--- config.mk ---
export PLATFORM = sky130hd
export DESIGN_NAME = e1000_mgmt_top
export DESIGN_NICKNAME = d
export VERILOG_FILES = /design/src/common/e1000_reg_pkg.sv /design/src/common/e1000_serial_pkg.sv /design/src/regs/e1000_regs.sv /design/src/verilog/eeprom_shifter.sv /design/src/verilog/mdio_shifter.sv /design/src/verilog/e1000_mgmt_top.sv
export SDC_FILE = /design/constraint.sdc
export NUM_CORES = 1
export LEC_CHECK = 0
export ABC_AREA = 1
export ABC_CLOCK_PERIOD_IN_PS = 3300
export BUFFER_PORTS_ARGS = -buffer_cell sky130_fd_sc_hd__buf_2
export CAP_MARGIN = 20
export CORE_MARGIN = 8
export CORE_UTILIZATION = 56
export DETAILED_ROUTE_END_ITERATION = 16
export HOLD_SLACK_MARGIN = 0.06
export PLACE_DENSITY = 0.8
export SYNTH_ARGS = -nofsm -noshare
export SYNTH_HDL_FRONTEND = slang
export SYNTH_SLANG_ARGS = --single-unit
--- constraint.sdc ---
create_clock -name aclk -period 3.3 [get_ports aclk]
set_input_delay 0.165 -clock aclk [delete_from_list [all_inputs] [get_ports aclk]]
set_output_delay 0.165 -clock aclk [all_outputs]
set_load 0.02 [all_outputs]
--- src/common/e1000_reg_pkg.sv ---
package e1000_reg_pkg;

	// Register byte offsets, one 32-bit word each
	localparam logic [31:0] REG_EECD = 32'h0000_0010;
	localparam logic [31:0] REG_EERD = 32'h0000_0014;
	localparam logic [31:0] REG_MDIC = 32'h0000_0020;

	// EECD bit-bang pins
	localparam int EECD_SK = 0;
	localparam int EECD_CS = 1;
	localparam int EECD_DI = 2;
	// Live data-out pin, read only
	localparam int EECD_DO = 3;
	// Software request and grant for the pins
	localparam int EECD_REQ = 6;
	localparam int EECD_GNT = 7;

	// EERD fields
	localparam int EERD_START = 0;
	localparam int EERD_DONE = 4;
	// 6-bit word address
	localparam int EERD_ADDR_LO = 8;
	// 16 data bits
	localparam int EERD_DATA_LO = 16;

	// MDIC fields
	localparam int MDIC_DATA_LO = 0;
	localparam int MDIC_REG_LO = 16;
	localparam int MDIC_PHY_LO = 21;
	localparam int MDIC_OP_LO = 26;
	localparam int MDIC_R = 28;
	localparam int MDIC_E = 30;

	// AXI response
	localparam logic [1:0] AXI_OKAY = 2'b00;

endpackage

--- src/common/e1000_serial_pkg.sv ---
package e1000_serial_pkg;

	// aclk cycles per half SK period
	localparam int EE_HALF_DIV = 4;
	localparam int EE_DIV_W = $clog2(EE_HALF_DIV);

	// aclk cycles per half MDC period
	localparam int MDC_HALF_DIV = 4;
	localparam int MDC_DIV_W = $clog2(MDC_HALF_DIV);

	// Clause 22 preamble, all ones
	localparam int MDIO_PREAMBLE_LEN = 32;

	// Microwire start bit plus 2-bit opcode
	typedef enum logic [2:0] {
		EE_OP_EXT   = 3'b100,
		EE_OP_WRITE = 3'b101,
		EE_OP_READ  = 3'b110,
		EE_OP_ERASE = 3'b111
	} ee_op_e;

	// Clause 22 opcodes
	typedef enum logic [1:0] {
		MDIO_WR = 2'b01,
		MDIO_RD = 2'b10
	} mdio_op_e;

	typedef enum logic [2:0] {
		EE_IDLE,
		EE_CMD,
		EE_ADDR,
		EE_DATA,
		EE_DONE
	} ee_state_e;

	typedef enum logic [2:0] {
		MD_IDLE,
		MD_PRE,
		MD_HDR,
		MD_TA,
		MD_DATA,
		MD_DONE
	} mdio_state_e;

endpackage

--- src/regs/e1000_regs.sv ---
`timescale 1ns/1ns

module e1000_regs
	import e1000_reg_pkg::*;
	import e1000_serial_pkg::*;
(
	input  logic        aclk,
	input  logic        arst_n_i,

	// AXI-Lite write
	input  logic [31:0] s_awaddr_i,
	input  logic        s_awvalid_i,
	output logic        s_awready_o,
	input  logic [31:0] s_wdata_i,
	input  logic [3:0]  s_wstrb_i,
	input  logic        s_wvalid_i,
	output logic        s_wready_o,
	output logic [1:0]  s_bresp_o,
	output logic        s_bvalid_o,
	input  logic        s_bready_i,

	// AXI-Lite read
	input  logic [31:0] s_araddr_i,
	input  logic        s_arvalid_i,
	output logic        s_arready_o,
	output logic [31:0] s_rdata_o,
	output logic [1:0]  s_rresp_o,
	output logic        s_rvalid_o,
	input  logic        s_rready_i,

	// EEPROM shifter
	output logic        ee_start_o,
	output logic [5:0]  ee_addr_o,
	input  logic        ee_busy_i,
	input  logic        ee_done_i,
	input  logic [15:0] ee_rdata_i,
	output logic        bb_req_o,
	output logic        bb_sk_o,
	output logic        bb_cs_o,
	output logic        bb_di_o,
	input  logic        bb_gnt_i,
	input  logic        bb_do_i,

	// MDIO shifter
	output logic        md_start_o,
	output mdio_op_e    md_op_o,
	output logic [4:0]  md_phy_o,
	output logic [4:0]  md_reg_o,
	output logic [15:0] md_wdata_o,
	input  logic        md_done_i,
	input  logic [15:0] md_rdata_i,
	input  logic        md_err_i
);

// Handshake state
logic wr_acc_q;
logic ar_acc_q;
logic bvalid_q;
logic rvalid_q;
logic [31:0] rdata_q;

// Word-aligned decode
logic [31:0] wr_addr;
logic [31:0] rd_addr;
logic wr_eecd;
logic wr_eerd;
logic wr_mdic;
logic [31:0] rd_word;

// EECD
logic eecd_sk_q;
logic eecd_cs_q;
logic eecd_di_q;
logic eecd_req_q;

// EERD
logic eerd_done_q;
logic [5:0] eerd_addr_q;
logic [15:0] eerd_data_q;
logic ee_start_q;

// MDIC
logic [1:0] mdic_op_q;
logic [4:0] mdic_phy_q;
logic [4:0] mdic_reg_q;
logic [15:0] mdic_data_q;
logic mdic_r_q;
logic mdic_e_q;
logic md_start_q;

assign wr_addr = {s_awaddr_i[31:2], 2'b00};
assign rd_addr = {s_araddr_i[31:2], 2'b00};

// Register write happens in the ready cycle
assign wr_eecd = wr_acc_q && (wr_addr == REG_EECD);
assign wr_eerd = wr_acc_q && (wr_addr == REG_EERD);
assign wr_mdic = wr_acc_q && (wr_addr == REG_MDIC);

// Read mux, unmapped reads as zero
always_comb begin
	rd_word = '0;
	case (rd_addr)
		REG_EECD: begin
			rd_word[EECD_SK] = eecd_sk_q;
			rd_word[EECD_CS] = eecd_cs_q;
			rd_word[EECD_DI] = eecd_di_q;
			rd_word[EECD_DO] = bb_do_i;
			rd_word[EECD_REQ] = eecd_req_q;
			rd_word[EECD_GNT] = bb_gnt_i;
		end
		REG_EERD: begin
			rd_word[EERD_DONE] = eerd_done_q;
			rd_word[EERD_ADDR_LO +: 6] = eerd_addr_q;
			rd_word[EERD_DATA_LO +: 16] = eerd_data_q;
		end
		REG_MDIC: begin
			rd_word[MDIC_DATA_LO +: 16] = mdic_data_q;
			rd_word[MDIC_REG_LO +: 5] = mdic_reg_q;
			rd_word[MDIC_PHY_LO +: 5] = mdic_phy_q;
			rd_word[MDIC_OP_LO +: 2] = mdic_op_q;
			rd_word[MDIC_R] = mdic_r_q;
			rd_word[MDIC_E] = mdic_e_q;
		end
		default: rd_word = '0;
	endcase
end

// AXI-Lite channel handshakes
always_ff @(posedge aclk or negedge arst_n_i) begin
	if (!arst_n_i) begin
		wr_acc_q <= 1'b0;
		bvalid_q <= 1'b0;
		ar_acc_q <= 1'b0;
		rvalid_q <= 1'b0;
	end else begin
		// Address and data taken together, one beat per response
		wr_acc_q <= s_awvalid_i && s_wvalid_i && !bvalid_q && !wr_acc_q;
		if (wr_acc_q)
			bvalid_q <= 1'b1;
		else if (s_bready_i)
			bvalid_q <= 1'b0;

		ar_acc_q <= s_arvalid_i && !rvalid_q && !ar_acc_q;
		if (ar_acc_q)
			rvalid_q <= 1'b1;
		else if (s_rready_i)
			rvalid_q <= 1'b0;
	end
end

// Read data captured with arready
always_ff @(posedge aclk) begin
	if (ar_acc_q)
		rdata_q <= rd_word;
end

// Register contents and shifter handoff
always_ff @(posedge aclk or negedge arst_n_i) begin
	if (!arst_n_i) begin
		eecd_sk_q <= 1'b0;
		eecd_cs_q <= 1'b0;
		eecd_di_q <= 1'b0;
		eecd_req_q <= 1'b0;
		eerd_done_q <= 1'b0;
		eerd_addr_q <= '0;
		eerd_data_q <= '0;
		ee_start_q <= 1'b0;
		mdic_op_q <= '0;
		mdic_phy_q <= '0;
		mdic_reg_q <= '0;
		mdic_data_q <= '0;
		mdic_r_q <= 1'b1;
		mdic_e_q <= 1'b0;
		md_start_q <= 1'b0;
	end else begin
		ee_start_q <= 1'b0;
		md_start_q <= 1'b0;

		// Pin bits all live in byte 0
		if (wr_eecd && s_wstrb_i[0]) begin
			eecd_sk_q <= s_wdata_i[EECD_SK];
			eecd_cs_q <= s_wdata_i[EECD_CS];
			eecd_di_q <= s_wdata_i[EECD_DI];
			eecd_req_q <= s_wdata_i[EECD_REQ];
		end

		// DONE drops on any START, engine only launched when free
		if (wr_eerd && s_wdata_i[EERD_START]) begin
			eerd_done_q <= 1'b0;
			if (!ee_busy_i && !eecd_req_q) begin
				eerd_addr_q <= s_wdata_i[EERD_ADDR_LO +: 6];
				ee_start_q <= 1'b1;
			end
		end
		if (ee_done_i) begin
			eerd_done_q <= 1'b1;
			eerd_data_q <= ee_rdata_i;
		end

		// MDIC writes while busy are dropped
		if (wr_mdic && mdic_r_q) begin
			mdic_data_q <= s_wdata_i[MDIC_DATA_LO +: 16];
			mdic_reg_q <= s_wdata_i[MDIC_REG_LO +: 5];
			mdic_phy_q <= s_wdata_i[MDIC_PHY_LO +: 5];
			mdic_op_q <= s_wdata_i[MDIC_OP_LO +: 2];
			mdic_r_q <= 1'b0;
			mdic_e_q <= 1'b0;
			md_start_q <= 1'b1;
		end
		if (md_done_i) begin
			mdic_r_q <= 1'b1;
			mdic_e_q <= md_err_i;
			// Write data stays visible after a write cycle
			if (mdic_op_q == MDIO_RD)
				mdic_data_q <= md_rdata_i;
		end
	end
end

assign s_awready_o = wr_acc_q;
assign s_wready_o = wr_acc_q;
assign s_bvalid_o = bvalid_q;
assign s_bresp_o = AXI_OKAY;
assign s_arready_o = ar_acc_q;
assign s_rvalid_o = rvalid_q;
assign s_rdata_o = rdata_q;
assign s_rresp_o = AXI_OKAY;

assign ee_start_o = ee_start_q;
assign ee_addr_o = eerd_addr_q;
assign bb_req_o = eecd_req_q;
assign bb_sk_o = eecd_sk_q;
assign bb_cs_o = eecd_cs_q;
assign bb_di_o = eecd_di_q;

assign md_start_o = md_start_q;
assign md_op_o = mdio_op_e'(mdic_op_q);
assign md_phy_o = mdic_phy_q;
assign md_reg_o = mdic_reg_q;
assign md_wdata_o = mdic_data_q;

// Responses held until the master takes them
a_bvalid_hold: assert property (@(posedge aclk) disable iff (!arst_n_i)
	s_bvalid_o && !s_bready_i |=> s_bvalid_o);
a_rvalid_hold: assert property (@(posedge aclk) disable iff (!arst_n_i)
	s_rvalid_o && !s_rready_i |=> s_rvalid_o && $stable(s_rdata_o));

endmodule

--- src/verilog/eeprom_shifter.sv ---
`timescale 1ns/1ns

module eeprom_shifter
	import e1000_serial_pkg::*;
(
	input  logic        aclk,
	input  logic        arst_n_i,

	// From the register block
	input  logic        start_i,
	input  logic [5:0]  addr_i,
	input  logic        bb_req_i,
	input  logic        bb_sk_i,
	input  logic        bb_cs_i,
	input  logic        bb_di_i,

	// To the register block
	output logic        busy_o,
	output logic        done_o,
	output logic [15:0] rdata_o,
	output logic        bb_gnt_o,

	// Microwire pins
	output logic        ee_sk_o,
	output logic        ee_cs_o,
	output logic        ee_di_o,
	input  logic        ee_do_i
);

ee_state_e state_q;
logic [EE_DIV_W-1:0] div_q;
logic tick;
logic [3:0] bit_q;
logic [8:0] cmd_word;
logic [8:0] sr_q;
logic [15:0] rdata_q;
logic sk_q;
logic cs_q;
logic di_q;
logic gnt_q;

// Start bit and opcode, then word address
assign cmd_word = {EE_OP_READ, addr_i};

// Half SK period strobe
assign tick = (div_q == EE_DIV_W'(EE_HALF_DIV - 1));

always_ff @(posedge aclk or negedge arst_n_i) begin
	if (!arst_n_i) begin
		state_q <= EE_IDLE;
		div_q <= '0;
		bit_q <= '0;
		sk_q <= 1'b0;
		cs_q <= 1'b0;
		di_q <= 1'b0;
		gnt_q <= 1'b0;
	end else begin
		div_q <= (tick || state_q == EE_IDLE) ? '0 : div_q + 1'b1;
		case (state_q)
			EE_IDLE: begin
				// Pins handed to software only while idle
				gnt_q <= bb_req_i;
				if (start_i && !bb_req_i) begin
					state_q <= EE_CMD;
					cs_q <= 1'b1;
					sk_q <= 1'b0;
					di_q <= cmd_word[8];
					bit_q <= 4'd2;
				end
			end
			EE_DONE: begin
				state_q <= EE_IDLE;
			end
			default: begin
				if (tick) begin
					sk_q <= !sk_q;
					// Falling SK edge moves to the next bit
					if (sk_q) begin
						di_q <= sr_q[7];
						bit_q <= bit_q - 1'b1;
						if (bit_q == 4'd0) begin
							case (state_q)
								EE_CMD: begin
									state_q <= EE_ADDR;
									bit_q <= 4'd5;
								end
								EE_ADDR: begin
									state_q <= EE_DATA;
									bit_q <= 4'd15;
									di_q <= 1'b0;
								end
								default: begin
									// Last data bit taken, end of cycle
									state_q <= EE_DONE;
									cs_q <= 1'b0;
								end
							endcase
						end
					end
				end
			end
		endcase
	end
end

// Command shift register, follows the address while idle
always_ff @(posedge aclk) begin
	if (state_q == EE_IDLE)
		sr_q <= cmd_word;
	else if (tick && sk_q)
		sr_q <= {sr_q[7:0], 1'b0};
end

// DO sampled MSB first on the rising SK edge
always_ff @(posedge aclk) begin
	if (tick && !sk_q && state_q == EE_DATA)
		rdata_q <= {rdata_q[14:0], ee_do_i};
end

assign busy_o = (state_q != EE_IDLE);
assign done_o = (state_q == EE_DONE);
assign rdata_o = rdata_q;
assign bb_gnt_o = gnt_q;

// EECD pin override under grant
assign ee_sk_o = gnt_q ? bb_sk_i : sk_q;
assign ee_cs_o = gnt_q ? bb_cs_i : cs_q;
assign ee_di_o = gnt_q ? bb_di_i : di_q;

// Chip stays deselected between hardware reads unless software owns it
a_cs_idle: assert property (@(posedge aclk) disable iff (!arst_n_i)
	(state_q == EE_IDLE && !bb_gnt_o) |-> !ee_cs_o);

endmodule

--- src/verilog/mdio_shifter.sv ---
`timescale 1ns/1ns

module mdio_shifter
	import e1000_serial_pkg::*;
(
	input  logic        aclk,
	input  logic        arst_n_i,

	// From the register block
	input  logic        start_i,
	input  mdio_op_e    op_i,
	input  logic [4:0]  phy_i,
	input  logic [4:0]  reg_i,
	input  logic [15:0] wdata_i,

	// To the register block
	output logic        done_o,
	output logic [15:0] rdata_o,
	output logic        err_o,

	// PHY management pins
	output logic        mdc_o,
	input  logic        mdio_i,
	output logic        mdio_o,
	output logic        mdio_oe_o
);

mdio_state_e state_q;
mdio_op_e op_q;
logic [MDC_DIV_W-1:0] div_q;
logic tick;
logic is_rd;
logic [4:0] bit_q;
logic [31:0] frame;
logic [31:0] sr_q;
logic [15:0] rdata_q;
logic mdc_q;
logic mdo_q;
logic oe_q;
logic err_q;

// Frame after preamble: ST, OP, PHYAD, REGAD, TA, DATA
assign frame = {2'b01, op_i, phy_i, reg_i, 2'b10, wdata_i};
assign is_rd = (op_q == MDIO_RD);

// Half MDC period strobe
assign tick = (div_q == MDC_DIV_W'(MDC_HALF_DIV - 1));

always_ff @(posedge aclk or negedge arst_n_i) begin
	if (!arst_n_i) begin
		state_q <= MD_IDLE;
		op_q <= MDIO_RD;
		div_q <= '0;
		bit_q <= '0;
		mdc_q <= 1'b0;
		mdo_q <= 1'b1;
		oe_q <= 1'b0;
		err_q <= 1'b0;
	end else begin
		div_q <= (tick || state_q == MD_IDLE) ? '0 : div_q + 1'b1;
		case (state_q)
			MD_IDLE: begin
				if (start_i) begin
					state_q <= MD_PRE;
					op_q <= op_i;
					mdc_q <= 1'b0;
					mdo_q <= 1'b1;
					oe_q <= 1'b1;
					err_q <= 1'b0;
					bit_q <= 5'(MDIO_PREAMBLE_LEN - 1);
				end
			end
			MD_DONE: begin
				state_q <= MD_IDLE;
			end
			default: begin
				if (tick) begin
					mdc_q <= !mdc_q;
					if (!mdc_q) begin
						// Rising MDC, PHY must pull second TA bit low
						if (state_q == MD_TA && bit_q == 5'd0 && is_rd)
							err_q <= mdio_i;
					end else begin
						// Falling MDC, next bit onto the line
						mdo_q <= sr_q[31];
						bit_q <= bit_q - 1'b1;
						case (state_q)
							MD_PRE: begin
								if (bit_q == 5'd0) begin
									state_q <= MD_HDR;
									bit_q <= 5'd13;
								end else begin
									mdo_q <= 1'b1;
								end
							end
							MD_HDR: begin
								if (bit_q == 5'd0) begin
									state_q <= MD_TA;
									bit_q <= 5'd1;
									// Line released for the PHY on reads
									oe_q <= !is_rd;
								end
							end
							MD_TA: begin
								if (bit_q == 5'd0) begin
									state_q <= MD_DATA;
									bit_q <= 5'd15;
								end
							end
							default: begin
								if (bit_q == 5'd0) begin
									state_q <= MD_DONE;
									oe_q <= 1'b0;
								end
							end
						endcase
					end
				end
			end
		endcase
	end
end

// Frame shifter, preamble bits come from the constant above
always_ff @(posedge aclk) begin
	if (state_q == MD_IDLE)
		sr_q <= frame;
	else if (tick && mdc_q && (state_q != MD_PRE || bit_q == 5'd0))
		sr_q <= {sr_q[30:0], 1'b0};
end

// Read data, MSB first on rising MDC
always_ff @(posedge aclk) begin
	if (tick && !mdc_q && state_q == MD_DATA && is_rd)
		rdata_q <= {rdata_q[14:0], mdio_i};
end

assign done_o = (state_q == MD_DONE);
assign rdata_o = rdata_q;
assign err_o = err_q;
assign mdc_o = mdc_q;
assign mdio_o = mdo_q;
assign mdio_oe_o = oe_q;

// No bus fight with the PHY while it returns data
a_rd_released: assert property (@(posedge aclk) disable iff (!arst_n_i)
	(state_q == MD_DATA && op_q == MDIO_RD) |-> !mdio_oe_o);

endmodule

--- src/verilog/e1000_mgmt_top.sv ---
`timescale 1ns/1ns

module e1000_mgmt_top
	import e1000_serial_pkg::*;
(
	input  logic        aclk,
	input  logic        arst_n_i,

	// Register port
	input  logic [31:0] s_awaddr_i,
	input  logic        s_awvalid_i,
	output logic        s_awready_o,
	input  logic [31:0] s_wdata_i,
	input  logic [3:0]  s_wstrb_i,
	input  logic        s_wvalid_i,
	output logic        s_wready_o,
	output logic [1:0]  s_bresp_o,
	output logic        s_bvalid_o,
	input  logic        s_bready_i,
	input  logic [31:0] s_araddr_i,
	input  logic        s_arvalid_i,
	output logic        s_arready_o,
	output logic [31:0] s_rdata_o,
	output logic [1:0]  s_rresp_o,
	output logic        s_rvalid_o,
	input  logic        s_rready_i,

	// EEPROM pins
	output logic        ee_sk_o,
	output logic        ee_cs_o,
	output logic        ee_di_o,
	input  logic        ee_do_i,

	// PHY pins
	output logic        mdc_o,
	input  logic        mdio_i,
	output logic        mdio_o,
	output logic        mdio_oe_o,
	output logic        phy_reset_o
);

// Register block to EEPROM engine
logic ee_start;
logic [5:0] ee_addr;
logic ee_busy;
logic ee_done;
logic [15:0] ee_rdata;
logic bb_req;
logic bb_sk;
logic bb_cs;
logic bb_di;
logic bb_gnt;

// Register block to MDIO engine
logic md_start;
mdio_op_e md_op;
logic [4:0] md_phy;
logic [4:0] md_reg;
logic [15:0] md_wdata;
logic md_done;
logic [15:0] md_rdata;
logic md_err;

// PHY held in reset with the system
assign phy_reset_o = !arst_n_i;

// AXI ports match by name
e1000_regs u_regs (
	.*,
	.ee_start_o(ee_start),
	.ee_addr_o(ee_addr),
	.ee_busy_i(ee_busy),
	.ee_done_i(ee_done),
	.ee_rdata_i(ee_rdata),
	.bb_req_o(bb_req),
	.bb_sk_o(bb_sk),
	.bb_cs_o(bb_cs),
	.bb_di_o(bb_di),
	.bb_gnt_i(bb_gnt),
	.bb_do_i(ee_do_i),
	.md_start_o(md_start),
	.md_op_o(md_op),
	.md_phy_o(md_phy),
	.md_reg_o(md_reg),
	.md_wdata_o(md_wdata),
	.md_done_i(md_done),
	.md_rdata_i(md_rdata),
	.md_err_i(md_err)
);

eeprom_shifter u_eeprom (
	.*,
	.start_i(ee_start),
	.addr_i(ee_addr),
	.bb_req_i(bb_req),
	.bb_sk_i(bb_sk),
	.bb_cs_i(bb_cs),
	.bb_di_i(bb_di),
	.busy_o(ee_busy),
	.done_o(ee_done),
	.rdata_o(ee_rdata),
	.bb_gnt_o(bb_gnt)
);

mdio_shifter u_mdio (
	.*,
	.start_i(md_start),
	.op_i(md_op),
	.phy_i(md_phy),
	.reg_i(md_reg),
	.wdata_i(md_wdata),
	.done_o(md_done),
	.rdata_o(md_rdata),
	.err_o(md_err)
);

endmodule

Word level (Yosys, flattened, before mapping)
Cells that the tools add are included.
{"block": "totals", "out_inout_bits": 48, "in_bits": 109, "register_bits": 196}
{"block": "classes", "bitwise_logic": 2, "addsub": 4, "n_eq_ne": 25, "reduce_logical": 73, "muxes": 92}
{"cell": "$eq 30x3->1 const B", "n": 4}
{"cell": "$eq 30x4->1 const B", "n": 2}
{"cell": "$mux 30", "n": 2}
{"cell": "$mux 16", "n": 3}
{"cell": "$mux 1", "n": 40}
{"cell": "$mux 3", "n": 11}
{"cell": "$mux 5", "n": 6}
{"cell": "$pmux 13 s2", "n": 1}
{"cell": "$reduce_bool 2->1", "n": 13}
{"cell": "$pmux 4 s2", "n": 3}
{"cell": "$logic_and 1x1->1", "n": 23}
{"cell": "$reduce_bool 3->1", "n": 7}
{"cell": "$pmux 1 s2", "n": 10}
{"cell": "$pmux 3 s2", "n": 3}
{"cell": "$mux 4", "n": 4}
{"cell": "$reduce_and 4->1", "n": 4}
{"cell": "$pmux 5 s3", "n": 1}
{"cell": "$eq 3x2->1 const B", "n": 4}
{"cell": "$mux 6", "n": 2}
{"cell": "$pmux 6 s2", "n": 1}
{"cell": "$reduce_and 6->1", "n": 2}
{"cell": "$logic_not 1->1", "n": 10}
{"cell": "$pmux 5 s2", "n": 1}
{"cell": "$eq 3x3->1 const B", "n": 3}
{"cell": "20 further kinds", "n": 36}

Longest topological paths before layout
Gate-level depths: netlist of run 1.
{"block": "logic_depth", "ltp_word": 7, "depth_mapped": 11, "mapped_depth_nobuf": 10}

By module
From an unflattened synthesis of run 1, not the netlist that was laid out.
{"block": "hier_totals", "cells_unflattened": 969, "hier_area_um2": 8893.5}
{"module": "e1000_regs", "instances": 1, "cells_each": 527, "area_each_um2": 4460.5}
{"module": "mdio_shifter", "instances": 1, "cells_each": 285, "area_each_um2": 2842.7}
{"module": "eeprom_shifter", "instances": 1, "cells_each": 156, "area_each_um2": 1586.5}
{"module": "e1000_mgmt_top", "instances": 1, "cells_each": 1, "area_each_um2": 3.8}

Worst setup path after synthesis of run 1
OpenSTA, ideal clock, no wires.
{"block": "synth_path", "path_kind": "reg-to-reg", "start": "reg u_mdio.mdc_q, in the netlist u_mdio.mdc_o", "end": "reg u_mdio.rdata_q[0], in the netlist u_mdio.rdata_o[0] (enable)", "path_stages_with_launch": 4, "period_less_slack_ns": 2.694, "path_buffers": 0, "arrival_ns": 2.264, "path_slack_ns": 0.606, "setup_ns": 0.430, "cell_sequence": "dfrtp_1 inv_1 nand2_1 nor4_1"}
{"block": "synth_between", "elab_chain_len": 4}
{"element": "start, declared", "line_no": "mdio_shifter.sv:37", "text": "logic mdc_q;"}
{"element": "start signal, assigned", "line_no": "mdio_shifter.sv:78", "text": "mdc_q <= !mdc_q;"}
{"element": "$logic_not 1->1", "line_no": "mdio_shifter.sv:134", "text": "if (tick && !mdc_q && state_q == MD_DATA && is_rd)"}
{"element": "$logic_and 1x1->1 (3 in a row)", "line_no": "mdio_shifter.sv:134"}
{"element": "end signal, assigned", "line_no": "mdio_shifter.sv:135", "text": "rdata_q <= {rdata_q[14:0], mdio_i};"}
{"element": "end, declared", "line_no": "mdio_shifter.sv:36", "text": "logic [15:0] rdata_q;"}
Every way passes these cells.
A chain may end at the register's enable or synchronous reset.

==> out/qor.csv, run 1 <==
stage,metric,value,unit
run_status,outcome,finished clean,
power,combinational power share,5.8,%
timing,Final Setup Violations,0,
power,Clock Power Share,39.9,%
clocking,PostCTS Resize Cnt,0,
timing,min Tclk post-route,2.60,ns
floorplanning,io pins,157,
worst_setup_path,critical path's top delay family,simple AND/OR/NAND/NOR gates,
power,internal power,0.00370,W
power,peak supply drop,0.466,mV
clocking,CTS Sinks,196,
floorplanning,die area,19600,um^2
route,drt first pass iters,6,
place,gpl congestion,0.847,
finish,P&R area growth vs syn,20.9,%
worst_setup_path,worst path cell trace,"inv_1, ha_1, nand3_1, nor2_2, inv_1, nand2_1, nand2_1, inv_1, nand3_1, o21ai_0",
route,Routed Antenna Nets,0,
logic_synthesis,synth warn,0,
logic_synthesis,distinct cell type count after synthesis,33,
worst_setup_path,CP max-delay cell,inv_1,
finish,"leading cell type in the layout, fill and taps excluded",nand2_1,
route,WL/cell,16.5,um
route,Routed WL,21200,um
floorplanning,Die X,140,um
grt,vias in the first global route,6891,
finish,fin area,10400,um^2
worst_setup_path,WP buf/inv,3,
timing,Hold WS,0.0750,ns
power,Sw Ratio,23.7,%
clocking,CTS Buf Count,17,
logic_synthesis,synthesized area per cell,9.54,um^2
worst_setup_path,crit path DAT,2.87,ns
timing,Worst-Margin Slew,0.994,ns
route,Residual DRC,0,
worst_setup_path,Worst setup SP type,register,
clocking,"CTS clk-pin slew, worst paths",0.07,ns
clocking,worst-skew pair later-pin latency,0.43,ns
hold_path,worst min path class,primary input to register,
logic_synthesis,sequential area share after synthesis,62.4,%
timing,Max Slew Vio Count,0,
power,Seq pwr share,54.3,%
floorplanning,Core Area,15100,um^2
grt,Total GRT Usage,22.1,%
worst_setup_path,Worst path max stage delay,0.61,ns
timing,skew final,0.0113,ns
timing,setup repair after global routing missed its margin,no,
place,placed inst area,9520,um^2
logic_synthesis,Mapped Cells,902,
grt,antenna violations before repair,0,
grt,first-pass GRT wire length,34400,um
clocking,CTS root buf,clkbuf_16,
clocking,hold buffer count at CTS,33,
flow_run,MaxCap Viol Count,0,
worst_setup_path,CP Class,register to register,
finish,most frequent cells in the layout,"nand2_1, buf_2, inv_1",
floorplanning,Initial Utilization,57.0,%
floorplanning,Site Rows,45,
worst_setup_path,critical path's most frequent cell,inv_1,
clocking,post-CTS setup buffers,0,
grt,GRT overflow,0,
timing,final worst path period share,78.8,%
timing,Final Hold Vio Count,0,
logic_synthesis,synthesized cell area,8600,um^2
place,hpwl dp,14800,um
worst_setup_path,CP endpoint kind,register,
finish,number of diodes,0,
finish,nets,1193,
finish,share of layout cells above drive strength 1,20.7,%
logic_synthesis,Synth Register Bits,196,
power,PwrDens,466,nW/um^2
grt,largest net degree at the start of global routing,63,
timing,maximum clock rate,0.384,GHz
worst_setup_path,Reg2Reg Setup Slack,0.70,ns
clocking,Bufs on Longest Clock Path,2,
place,PortBufs,141,
power,switching power,0.00115,W
worst_setup_path,CP max FO,21,
route,Via Count,6892,
route,First DRT Iteration DRCs,540,
timing,setup TNS,0,ns
timing,Slew Limit Headroom,33.5,%
worst_setup_path,CP Data Required Time,3.57,ns
clocking,CTS H-tree depth,4,
floorplanning,Die Ht,140,um
route,Via density,5.38,
power,Lkg Pwr,4.83,nW
clocking,CTS tree,built,
## worst reg2reg max path: cells and delay by family, from the launching register on
kind	cells	cell delay [ns]
AOI/OAI and AO/OA	1	0.14
adders and majority gates	1	0.19
buffers and inverters	3	0.85
DFF	1	0.38
and+or+nand+nor	5	0.88
## flip-flops by register name, indices dropped and copies added (netlist names), 4 cells and up, named ones only
register	cells
u_regs.eerd_data_q	16
u_regs.md_phy_o	5
u_mdio.bit_q	5
u_mdio.sr_q	32
u_regs.ee_addr_o	6
u_eeprom.bit_q	4
u_regs.md_wdata_o	16
u_regs.s_rdata_o	32
u_regs.md_reg_o	5
u_mdio.rdata_o	16
u_eeprom.rdata_o	16
u_eeprom.sr_q	8
## path summary, 6_finish.rpt
check / startpoint / to / cells past startpoint
worst min register to register: u_mdio.div_q[0] / u_mdio.div_q[0] / 1
worst max-delay path: u_mdio.bit_q[0] / u_mdio.sr_q[2] / 10
worst min-delay path: s_wdata_i[2] / u_regs.md_wdata_o[2] / 5
min in group asynchronous: arst_n_i / u_eeprom.bb_gnt_o / 3
max in group asynchronous: arst_n_i / u_regs.md_phy_o[1] / 3
worst max register to register: u_mdio.bit_q[0] / u_mdio.sr_q[2] / 10
## Yosys cell counts
master / n / area share, %
nand2_1: 231 / 10
inv_1: 104 / 4.5
edfxtp_1: 98 / 34
nand3_1: 96 / 5.6
dfrtp_1: 89 / 26
nor2_1: 88 / 3.8
o21ai_0: 81 / 4.7
mux2_2: 15 / 2.0
a21oi_1: 14 / 0.81
buf_2: 12 / 0.70
clkbuf_1: 10 / 0.44
buf_4: 9 / 0.79
nor3_1: 7 / 0.41
o21ai_2: 7 / 0.71
dfxtp_1: 6 / 1.4
ha_1: 4 / 0.58
nor2_2: 4 / 0.29
xor2_1: 4 / 0.41
dfstp_2: 3 / 0.92
nand4_1: 3 / 0.22
o22ai_1: 3 / 0.22
buf_1: 2 / 0.087
o21bai_1: 2 / 0.17
conb_1: 1 / 0.044
inv_2: 1 / 0.044
nand2_2: 1 / 0.073
nor2_4: 1 / 0.13
nor3_2: 1 / 0.12
nor4_1: 1 / 0.073
nor4_2: 1 / 0.15
nor4_4: 1 / 0.25
o211ai_1: 1 / 0.087
or2_1: 1 / 0.073
## metrics by stage
step	utilization, %	worst slack (ns)	std cells	power, W
global placement	63.1	0.946	1216	0.00293
floorplan	-	0.606	905	0.00279
detailed placement	63.1	0.789	1216	0.00293
finish	68.9	0.699	1281	0.00484
CTS	68.9	0.740	1281	0.00486
global route	68.9	0.427	1281	0.00498
## power by group through the flow
stage	sequential [W]	clock (W)	combinational (W)
after floorplan	0.00275	0	0.0000413
after global placement	0.00268	0	0.000248
after detailed placement	0.00268	0	0.000251
after CTS	0.00263	0.00195	0.000282
after global routing	0.00264	0.00204	0.000305
final	0.00263	0.00193	0.000281
## routing by layer
metal	global-route usage [%]	vias to the layer above	routed length [um]
met3	5.30	32	1580
li1	-	3302	-
met4	7.71	0	441
met1	27.9	3269	8950
met5	0	-	0
met2	36.8	289	10200
## cell type report
type | instances | area (um^2)
Timing Repair Buffer | 189 | 1150
Multi-Input combinational cell | 571 | 2700
Sequential cell | 196 | 5370
Tap cell | 188 | 235
Clock buffer | 17 | 425
Fill cell | 1131 | 4690
Inverter | 105 | 394
Clock inverter | 15 | 125
## cell families (layout without fill, tap and decap cells)
kind of cell             count (synthesis)  after routing  synth area share [%]
AND/OR/NAND/NOR                        436            436                  21.3
flip-flops                             196            196                  62.4
buffers and inverters                  138            326                  6.59
AO/OA/AOI/OAI                          108            108                  6.72
multiplexers                            15             15                  1.96
adder cells (fa/ha/maj)                  4              4                 0.582
XOR/XNOR                                 4              4                 0.407
other                                    1              4                0.0436
Power figures use the tool's default switching activity.
==> run 2: changes to the inputs <==
--- a/config.mk
+++ b/config.mk
@@ -6,7 +6,7 @@
 export NUM_CORES = 1
 export LEC_CHECK = 0
 export ABC_AREA = 1
-export ABC_CLOCK_PERIOD_IN_PS = 3300
+export ABC_CLOCK_PERIOD_IN_PS = 2650
 export BUFFER_PORTS_ARGS = -buffer_cell sky130_fd_sc_hd__buf_2
 export CAP_MARGIN = 20
 export CORE_MARGIN = 8
==> constraint.sdc (replaced) <==
create_clock -name aclk -period 2.65 [get_ports aclk]
set_input_delay 0.1325 -clock aclk [delete_from_list [all_inputs] [get_ports aclk]]
set_output_delay 0.1325 -clock aclk [all_outputs]
set_load 0.02 [all_outputs]
==> out/qor.csv, run 2 (synthesis results as in run 1) <==
stage,metric,value,unit
worst_setup_path,R2R depth,9,
grt,first-pass GRT wire length,35700,um
finish,Filler cells,1143,
power,Tot Pwr,0.00618,W
place,DP Cell Count,1221,
finish,number of diodes,0,
power,internal power,0.00487,W
worst_setup_path,crit path DAT,2.45,ns
floorplanning,io pins,157,
flow_run,MaxCap Viol Count,0,
worst_setup_path,Reg2Reg Setup Slack,0.54,ns
route,drt first pass iters,5,
place,gpl congestion,0.896,
timing,min Tclk post-route,2.11,ns
power,Seq pwr share,53.1,%
finish,Layout Utilization,69.6,%
finish,nets,1201,
worst_setup_path,CP max FO,19,
clocking,CTS H-tree depth,4,
timing,Worst-Margin Slew,0.936,ns
worst_setup_path,Worst setup SP type,register,
power,Lkg Pwr,4.90,nW
clocking,"CTS clk-pin slew, worst paths",0.07,ns
clocking,CTS Buf Count,17,
clocking,CTS tree,built,
grt,Total GRT Usage,23.1,%
grt,vias in the first global route,7202,
route,Residual DRC,0,
clocking,PostCTS Resize Cnt,0,
timing,skew final,0.00677,ns
floorplanning,Site Rows,45,
timing,final worst path period share,79.6,%
finish,"non-filler cells, final",1288,
place,hpwl dp,15100,um
power,Sw Ratio,21.3,%
timing,Final Hold Vio Count,0,
timing,Final Setup Violations,0,
finish,share of layout cells above drive strength 1,20.5,%
route,Routed Antenna Nets,0,
clocking,Bufs on Longest Clock Path,2,
grt,antenna violations before repair,0,
floorplanning,die area,19600,um^2
power,peak supply drop,0.448,mV
worst_setup_path,CP endpoint kind,register,
hold_path,worst min path class,primary input to register,
worst_setup_path,crit path from,u_eeprom.state_q[1],
clocking,CTS root buf,clkbuf_16,
hold_path,Hold Crit Start,s_awaddr_i[5],
timing,maximum clock rate,0.474,GHz
timing,setup TNS,0,ns
clocking,worst-skew pair later-pin latency,0.43,ns
worst_setup_path,worst r2r dst,u_eeprom.bit_q[3],
clocking,post-CTS setup buffers,0,
timing,Max Slew Vio Count,0,
grt,largest net degree at the start of global routing,51,
power,switching power,0.00132,W
route,Via density,5.43,
floorplanning,Die Ht,140,um
finish,most frequent cells in the layout,"nand2_1, buf_2, inv_1",
worst_setup_path,CP Class,register to register,
floorplanning,Die X,140,um
power,PwrDens,589,nW/um^2
place,PortBufs,141,
route,Via Count,6999,
worst_setup_path,CP endpoint,u_eeprom.bit_q[3],
clocking,CTS Sinks,196,
finish,P&R area growth vs syn,22.1,%
finish,"leading cell type in the layout, fill and taps excluded",nand2_1,
floorplanning,Core Area,15100,um^2
timing,Slew Limit Headroom,37.6,%
worst_setup_path,CP Data Required Time,2.99,ns
route,WL/cell,16.7,um
route,First DRT Iteration DRCs,632,
timing,setup repair after global routing missed its margin,no,
grt,GRT overflow,0,
power,combinational power share,5.8,%
worst_setup_path,worst r2r src,u_eeprom.state_q[1],
power,Clock Power Share,41.2,%
floorplanning,Initial Utilization,57.0,%
run_status,outcome,finished clean,
route,Routed WL,21600,um
## run 2: cell count changes in the layout (fill, tap and decap cells not counted), moves of 2 or more
cell           before  now
clkbuf_1            0    4
bufinv_16           0    3
clkinv_2            1    3
clkinv_4            4    0
dlygate4sd3_1      33   36
inv_8               2    0
buf_4              16   20
clkinvlp_4          6    2
## run 2: per-stage QoR
stage	cell area, um^2	worst slack [ns]	hold WS, ns
floorplan	8620	0.300	-0.163
global placement	9570	0.670	0.216
detailed placement	9570	0.619	0.216
CTS	10500	0.541	0.152
global route	10500	0.335	0.232
finish	10500	0.540	0.187
## run 2: cell type report
type                    instances  area, um^2  share of cell area [%]
clock buffers                  21         440                    4.19
clock inverters                10         133                    1.26
inverters                     105         394                    3.75
multi-input cells             571        2700                    25.7
flip-flops and latches        196        5370                    51.1
well taps                     188         235                    2.24
repair buffers                197        1230                    11.7
## run 2: how the worst min path moves through the flow
stage	endpoint	slack, ns	cells past startpoint
after floorplan	async pin	-0.16	0
after global placement	u_regs.s_awready_o	0.22	1
after detailed placement	u_regs.s_awready_o	0.22	1
after CTS	u_regs.md_wdata_o[15]	0.15	6
after global routing	u_regs.md_wdata_o[15]	0.23	6
final	u_regs.md_wdata_o[15]	0.19	6
## run 2: critical path, stage by stage (launching register included)
cell and delay [ns]:
dfrtp_1 0.42, inv_1 0.08, nand2_1 0.09, nor2_4 0.19, inv_2 0.18, nand2_1 0.29, nand3_1 0.26, inv_1 0.22
nand2_1 0.09, o21ai_0 0.19
## run 2: metal layers
metal | vias up | GRT usage (%) | routed length, um | share of wire [%]
met5 | - | 0 | 0 | 0
met4 | 0 | 9.54 | 577 | 2.7
met3 | 45 | 6.29 | 1610 | 7.5
met2 | 312 | 38.7 | 10600 | 49
met1 | 3322 | 27.9 | 8760 | 41
li1 | 3320 | - | - | -
## run 2: repair_timing
item                                    CTS  global route
hold buffers                             36             0
endpoints found under the setup margin    0             0
hold endpoints to repair                 92             0
## run 2: power groups by stage
stage          Sequential, W  Combinational, W  Clock, W
6_report             0.00328          0.000357   0.00255
5_1_grt              0.00329          0.000389   0.00269
4_1_cts              0.00328          0.000357   0.00258
3_5_place_dp         0.00334          0.000316         0
3_3_place_gp         0.00334          0.000313         0
2_1_floorplan        0.00342         0.0000514         0
==> run 3: changes to the inputs <==
--- a/config.mk
+++ b/config.mk
@@ -5,8 +5,8 @@
 export SDC_FILE = /design/constraint.sdc
 export NUM_CORES = 1
 export LEC_CHECK = 0
-export ABC_AREA = 1
-export ABC_CLOCK_PERIOD_IN_PS = 2650
+export ABC_AREA = 0
+export ABC_CLOCK_PERIOD_IN_PS = 2200
 export BUFFER_PORTS_ARGS = -buffer_cell sky130_fd_sc_hd__buf_2
 export CAP_MARGIN = 20
 export CORE_MARGIN = 8
==> constraint.sdc (replaced) <==
create_clock -name aclk -period 2.2 [get_ports aclk]
set_input_delay 0.11 -clock aclk [delete_from_list [all_inputs] [get_ports aclk]]
set_output_delay 0.11 -clock aclk [all_outputs]
set_load 0.02 [all_outputs]
==> out/qor.csv, run 3 <==
stage,metric,value,unit
run_status,outcome,finished clean,
place,placed inst area,9650,um^2
hold_path,Hold Crit Start,s_araddr_i[2],
floorplanning,Die X,140,um
floorplanning,Die Ht,140,um
logic_synthesis,"EDFF count, synth",98,
grt,Total GRT Usage,21.7,%
finish,"leading cell type in the layout, fill and taps excluded",buf_2,
logic_synthesis,cell taking the most area after synthesis,edfxtp_1,
finish,nets,945,
clocking,CTS Buf Count,17,
timing,setup repair after global routing missed its margin,no,
timing,Final Setup Violations,0,
worst_setup_path,critical path's top delay family,simple AND/OR/NAND/NOR gates,
finish,fin area,10600,um^2
logic_synthesis,synthesized area per cell,13.3,um^2
timing,final worst path period share,97.0,%
worst_setup_path,CP max FO,17,
finish,P&R area growth vs syn,22.9,%
clocking,Bufs on Longest Clock Path,2,
floorplanning,io pins,157,
logic_synthesis,distinct cell type count after synthesis,65,
logic_synthesis,top cell type's share of synthesized area,34.1,%
logic_synthesis,ys async rst share,46.9,%
timing,final worst slack,0.0655,ns
worst_setup_path,worst r2r src,u_regs.mdic_r_q,
logic_synthesis,Synth Register Bits,196,
worst_setup_path,WP buf/inv,1,
route,First DRT Iteration DRCs,530,
finish,share of layout cells above drive strength 1,32.7,%
logic_synthesis,Mapped Cells,649,
worst_setup_path,CP max-delay cell,dfstp_2,
power,Lkg Pwr,4.52,nW
logic_synthesis,synthesized cell area,8640,um^2
clocking,CTS H-tree depth,4,
route,Routed WL,20700,um
grt,vias in the first global route,6529,
route,Residual DRC,0,
timing,min Tclk post-route,2.13,ns
power,PwrDens,711,nW/um^2
clocking,CTS root buf,clkbuf_16,
clocking,CTS tree,built,
logic_synthesis,sequential area share after synthesis,62.1,%
floorplanning,Site Rows,45,
route,Via density,5.89,
timing,Hold WS,0.106,ns
place,hpwl dp,14400,um
place,gpl congestion,0.868,
logic_synthesis,largest cells by area after synthesis,"edfxtp_1, dfrtp_1, mux2i_1",
worst_setup_path,worst path cell trace,"or4bb_1, or3_4, buf_12, mux2i_1",
route,WL/cell,20.1,um
worst_setup_path,Worst setup SP type,register,
clocking,CTS Sinks,196,
worst_setup_path,Worst path max stage delay,0.57,ns
route,drt first pass iters,5,
timing,setup TNS,0,ns
finish,Layout Utilization,70.1,%
grt,first-pass GRT wire length,33600,um
finish,most frequent cells in the layout,"buf_2, edfxtp_1, dfrtp_1",
logic_synthesis,synth warn,0,
clocking,worst-skew pair later-pin latency,0.44,ns
grt,largest net degree at the start of global routing,68,
timing,maximum clock rate,0.468,GHz
floorplanning,die area,19700,um^2
logic_synthesis,"top cells by count, synth","edfxtp_1, dfrtp_1, mux2i_1",
grt,antenna violations before repair,0,
hold_path,worst min path class,primary input to register,
route,Routed Antenna Nets,0,
timing,Max Slew Vio Count,0,
place,PortBufs,141,
timing,Slew Limit Headroom,61.2,%
floorplanning,Core Area,15100,um^2
clocking,"CTS clk-pin slew, worst paths",0.07,ns
place,Post-Place Worst Slack,0.104,ns
logic_synthesis,ys flop type,edfxtp_1,
worst_setup_path,crit path DAT,2.46,ns
grt,GRT overflow,0,
finish,number of diodes,0,
power,peak supply drop,0.604,mV
timing,Final Hold Vio Count,0,
worst_setup_path,CP endpoint kind,register,
timing,skew final,0.00844,ns
route,Via Count,6085,
worst_setup_path,CP Class,register to register,
floorplanning,Initial Utilization,57.1,%
flow_run,MaxCap Viol Count,0,
logic_synthesis,"count leader, synth",edfxtp_1,
worst_setup_path,CP Data Required Time,2.52,ns
worst_setup_path,crit path from,u_regs.mdic_r_q,
timing,Worst-Margin Slew,0.578,ns
==> run 3: worst paths after layout <==
kind                                         to  slack, ns  depth (start not counted)
min reg2reg                     u_mdio.div_q[0]       0.45                          1
max                        u_regs.md_wdata_o[3]       0.07                          4
max in group asynchronous       u_regs.mdic_r_q       1.35                          3
min                         u_regs.s_rdata_o[6]       0.11                          2
min in group asynchronous       u_mdio.div_q[0]       0.13                          2
max reg2reg                u_regs.md_wdata_o[3]       0.07                          4
==> run 3: worst register-to-register path: cells and delay by family, from the launching register on <==
family,cells,cell delay [ns]
simple gates,2,0.98
flops,1,0.57
buf+inv,1,0.22
mux,1,0.26
==> run 3: layout make-up <==
class	instances	area [um^2]
clock inverters	13	155
clock buffers	19	453
inverters	14	52.6
multi-input cells	397	3020
well taps	188	235
fillers	1001	4520
flip-flops and latches	196	5370
repair buffers	206	1330
==> run 3: power breakdown <==
part           switching, W  internal (W)
sequential        0.0000229       0.00391
combinational      0.000264      0.000177
clock               0.00134       0.00184
total               0.00162       0.00593
==> run 3: logic make-up (layout without fill, tap and decap cells) <==
logic type	count (synthesis)	in the layout	share of synthesized area, %
adder cells (fa/ha/maj)	4	4	0.579
AND/OR/NAND/NOR	170	170	11.6
multiplexers	101	101	12.4
buffers and inverters	59	252	3.33
XOR/XNOR	2	2	0.203
AO/OA/AOI/OAI	116	116	9.73
flip-flops	196	196	62.1
other	1	4	0.0434
==> run 3: metal layers <==
layer / share of wire, % / vias up / track usage (%)
met5: 0 / - / 0
met4: 2.2 / 0 / 8.06
met3: 6.8 / 36 / 5.71
met2: 51 / 248 / 37.9
met1: 40 / 3001 / 25.1
li1: - / 2800 / -
==> run 3: metrics by stage <==
step,power (W),std cells
after global placement,0.00439,966
after floorplan,0.00418,652
final,0.00756,1033
after CTS,0.00761,1033
after global routing,0.00779,1033
after detailed placement,0.00440,966
==> run 3: timing repair <==
item,4_1_cts,5_1_grt
gates resized for setup,0,2
hold endpoints to repair,133,0
hold buffers,35,0
setup buffers,0,0
setup endpoints to repair,0,25
